`src/hw/tcb_settings.svh`:
```
// tcb memory subsystem settings
// bus widths, port count, address window and memory depth

`ifndef TCB_SETTINGS_SVH
`define TCB_SETTINGS_SVH

////////////////////////////////////////////////////////////////////////////
// bus widths
////////////////////////////////////////////////////////////////////////////

// address width
`define TCB_AW 32
// data width
`define TCB_DW 32
// byte lane width
`define TCB_SW 8

////////////////////////////////////////////////////////////////////////////
// interconnect
////////////////////////////////////////////////////////////////////////////

// number of memory subordinates
`define TCB_PN 4
// log2 of the byte window owned by each port (4 KiB)
`define TCB_WIN_LOG 12

// implemented words per port, rest of window is out of range
`define TCB_MEM_DEPTH 256

`endif
```
`src/hw/tcb_pkg.sv`:
```
// tcb memory subsystem types
// address, data, byte enable and port select types plus the request struct

`include "tcb_settings.svh"

package tcb_pkg;

  //////////////////////////////////////////////////////////////////////////
  // scalar types
  //////////////////////////////////////////////////////////////////////////

  // byte address
  typedef logic [`TCB_AW-1:0] adr_t;

  // data word
  typedef logic [`TCB_DW-1:0] dat_t;

  // one enable per byte lane
  typedef logic [`TCB_DW/`TCB_SW-1:0] ben_t;

  // port select toward the subordinates
  typedef logic [$clog2(`TCB_PN)-1:0] sel_t;

  //////////////////////////////////////////////////////////////////////////
  // request
  //////////////////////////////////////////////////////////////////////////

  // everything the manager holds stable while waiting for rdy
  typedef struct packed {
    // write enable, read when low
    logic wen;
    // byte enables
    ben_t ben;
    // byte address
    adr_t adr;
    // write data
    dat_t wdt;
  } req_t;

endpackage

```
`src/hw/tcb_dec.sv`:
```
// tcb address decoder
// maps fixed size address windows onto a port select, flags unmapped space

`timescale 1ns/1ps

`include "tcb_settings.svh"

module tcb_dec (
  input  tcb_pkg::adr_t adr,
  output tcb_pkg::sel_t sel,
  output logic          unmapped
);
  import tcb_pkg::*;

  //////////////////////////////////////////////////////////////////////////
  // address split
  //////////////////////////////////////////////////////////////////////////

  // window index bits above the per-port window
  localparam int unsigned IW = `TCB_AW - `TCB_WIN_LOG;
  // select width
  localparam int unsigned PL = $bits(sel_t);

  // window index, port i owns base i << TCB_WIN_LOG
  logic [IW-1:0] win;

  // offset below TCB_WIN_LOG goes to the subordinate untouched
  assign win = adr[`TCB_AW-1:`TCB_WIN_LOG];

  //////////////////////////////////////////////////////////////////////////
  // decode
  //////////////////////////////////////////////////////////////////////////

  // anything past the last window
  assign unmapped = (win >= IW'(`TCB_PN));

  // window index is the port number
  // park on port 0 when unmapped, dmx keeps vld away anyway
  always_comb begin
    if (unmapped) begin
      sel = '0;
    end else begin
      sel = win[PL-1:0];
    end
  end

endmodule

```
`config.mk`:
```
export PLATFORM = sky130hd
export DESIGN_NAME = tcb_dec
export DESIGN_NICKNAME = d
export VERILOG_FILES = /design/src/hw/tcb_pkg.sv /design/src/hw/tcb_dec.sv
export VERILOG_INCLUDE_DIRS = /design/src /design/src/hw
export SDC_FILE = /design/constraint.sdc
export NUM_CORES = 1
export LEC_CHECK = 0
export CORE_AREA = 2 2 39 41
export DETAILED_ROUTE_END_ITERATION = 16
export DIE_AREA = 0 0 41 43
export DONT_BUFFER_PORTS = 1
export PLACE_DENSITY = 0.3
export SLEW_MARGIN = 20
export SYNTH_ARGS = -nofsm -noshare
export SYNTH_HDL_FRONTEND = slang
export SYNTH_SLANG_ARGS = --single-unit
```
`constraint.sdc`:
```
create_clock -name vclk -period 1.8
set_input_delay 0.45 -clock vclk [all_inputs]
set_output_delay 0.45 -clock vclk [all_outputs]
set_load 0.01 [all_outputs]
```
==> flow_results.org <==
** Global route
- The first global-routing pass estimated 489 um of wire.
- Global-route usage over all layers :: between 4 and 5%
- Aggregate global routing overflow :: 0
- Via count of the first global-routing pass :: 102
- Maximum number of pins on one net before global-route repair :: 4
- Number of antenna violations at the first check in global routing :: 0

** Final layout
- FFs & Latches :: 0
- Of the cells placed in the final design, the portion with a size suffix greater than 1 is 60.0%.
- Fill cells :: 155
- For this run, the post-layout net count is 44.
- Summing all multi-input logic gate instances after layout gives approximately 90 sq um.
- The area growth from synthesis to layout is 73.6%.
- Storage element area :: 0 sq um
- Post-Route Utilization :: 8.32%
- Clock buffers :: 0
- The repair_antennas step left the layout with diodes totalling 0.
- Design area :: about 120 sq um

** Worst hold path
- The path with the worst hold slack has its endpoint at sel[0].
- Along the worst hold path, the cell count comes to 1.
- In this run the most critical hold path is launched from adr[12].
- Tightest Hold Check Type :: primary input to output pin

** Drt
- 1st-iter DRT viols :: 0
- After detailed routing, the total wire length is 376 um.
- In the routed design, unresolved DRC markers number 0.
- In the final routed layout, each cell accounts on average for 14.5 um.
- In this run the remaining antenna-violating nets after routing total 0.
- Vias per Instance :: 3.96
- Detailed routing inserted a total of 103 vias.
- For this run, the detailed router's first-pass iteration total came to 1.

** STA
- The number of failing hold endpoints at the final stage is 0.
- Pins Over Slew Limit :: 0
- At the pin with the least slew margin, the transition time is roughly 0.25 ns.
- Accumulated negative setup slack :: -0.388 ns
- Of the available clock period, the critical path in the final layout requires 108%.
- Across all setup checks in the final design, the least slack found is -0.138 ns.
- Setup violations remaining at the end of the flow were counted as 3.
- In this run the tightest slew margin relative to its limit is 83.1%.
- Hold timing on the final database bottoms out at a slack of 1.04 ns.
- Setup repair after global routing could not meet its margin everywhere.
- After layout, the minimum clock period comes to ~1.9 ns.
- For this run, the top clock speed supported by timing is 0.516 GHz.

** Yosys
- Of all cell types, the one taking the most synthesized area is sky130_fd_sc_hd__or4_1.
- Portion of the post-synthesis area used by sequential elements :: 0%
- The average instance in the mapped netlist occupies 7.37 sq um.
- Top-area cell type share of the netlist area :: ~34%
- During synthesis, Yosys emitted a total of 0 warnings.
- Instance count of the mapped netlist :: 9
- After synthesis, the netlist uses 6 different library cells.
- When the netlist entered floorplanning its net count stood at 41.
- Biggest area contributors in the synthesized netlist :: sky130_fd_sc_hd__or4_1 34%, sky130_fd_sc_hd__and3_1 19%, sky130_fd_sc_hd__nor4_2 19%
- Mapped Area :: 66.3 sq um

** Status
- The final reports fail on setup timing.
- Result of the run :: finished, violations left

** Floorplanning
- Die Height :: between 40 and 50 um
- The die covers around 1800 sq um.
- 35 I/O pins were placed.
- After floorplanning, the core was sized to cover 1380 sq um.
- Width of the die :: roughly 40 um
- Initial core utilization :: under 10%
- Cell Rows :: 14

** Worst setup path
- The slowest stage of the critical path belongs to the cell sky130_fd_sc_hd__or4_4.
- The number of buffers and inverters on the critical path is 0.
- Cells traversed along the worst timing path :: or4_4 -> nor4_4 -> and3_4
- STA puts the critical path data arrival time at 1.49 ns.
- STA puts the critical path data required time at 1.35 ns.
- Tracing the worst setup path back leads to its startpoint at adr[23].
- Among cell families on the critical path, the largest total delay comes from simple AND/OR/NAND/NOR gates.
- Critical path's largest stage delay :: 0.52 ns
- Along the worst path, the maximum fanout reaches 3.
- The worst setup path is of the primary input to output pin kind.
- Nature of the critical path endpoint :: output pin
- STA classifies the critical path startpoint as a primary input.

** Power and ir drop
- The clock network is responsible for 0% of the overall power.
- Of the total power, the share spent switching nets is 36.5%.
- Combinational logic is responsible for 100.0% of the overall power.
- Cell internal power was estimated by the tool at 0.00000221 W.
- The analysis attributes to cell leakage a power of 0.0240 nW.
- In this run the power density over the cells is 30.2 nW/um^2.
- Register share of total power :: 0%
- In this run the power spent charging and discharging nets is 0.00000127 W.
- Power, Total :: 0.00000348 W
- VDD sags by at most 0.00709 mV.

** Placement
- Buffers placed on the I/O ports in this run total 0.
- Routability-driven placement finished with a final weighted congestion of about 0.66.
- Total cell area at the placement stage :: 95.1 sq um

** Flow run
- The tool flagged a number of max-cap violations equal to 0.
-- logic make-up (layout without fill, tap and decap cells) --
kind of cell | Yosys count | after routing | share of synthesized area [%]
simple gates | 9 | 9 | 100
buf+inv | 0 | 1 | 0
-- per-layer routing --
layer	global-route usage (%)	vias up	share of wire (%)
li1	-	41	-
met1	6.01	39	42
met2	5.94	23	34
met3	1.57	0	24
met4	0	0	0
met5	0	-	0
-- Yosys cell counts, drive strengths merged --
library cell,n
and3,2
nand2,1
nor2,1
nor4,1
or4,4
-- how the worst max path moves through the flow --
stage | to | slack (ns) | depth (start not counted)
floorplan | sel[0] | -0.09 | 3
global placement | sel[1] | -0.14 | 3
detailed placement | sel[0] | -0.16 | 3
CTS | sel[1] | -0.15 | 3
global route | sel[1] | -0.19 | 3
finish | sel[1] | -0.14 | 3
-- cell type report --
type	count	share of cell area [%]
Multi-Input combinational cell	9	76.1
Tap cell	16	17.4
Timing Repair Buffer	1	6.52
-- cells in the final DEF, fill, tap and decap left out, drive strengths merged --
cell	n
nor2	1
and3	2
or4	4
buf	1
nand2	1
nor4	1
-- power groups by stage --
stage / Sequential (W) / Clock (W) / Combinational, W
3_3_place_gp: 0 / 0 / 0.00000332
2_1_floorplan: 0 / 0 / 0.00000321
5_1_grt: 0 / 0 / 0.00000395
6_report: 0 / 0 / 0.00000348
4_1_cts: 0 / 0 / 0.00000347
3_5_place_dp: 0 / 0 / 0.00000341
-- stage by stage --
step | std cells | setup WS [ns]
after global placement | 25 | -0.145
after CTS | 25 | -0.150
final | 26 | -0.138
after global routing | 26 | -0.189
after floorplan | 9 | -0.0857
after detailed placement | 25 | -0.156
-- timing repair --
| item | in CTS | in global routing |
|---|---|---|
| setup buffers | 0 | 1 |
| hold buffers | 0 | 0 |
| pin swaps | 2 | 1 |
| hold endpoints to repair | 0 | 0 |
| gates resized for setup | 2 | 1 |
| setup endpoints to repair | 3 | 3 |
Power figures use the tool's default switching activity.
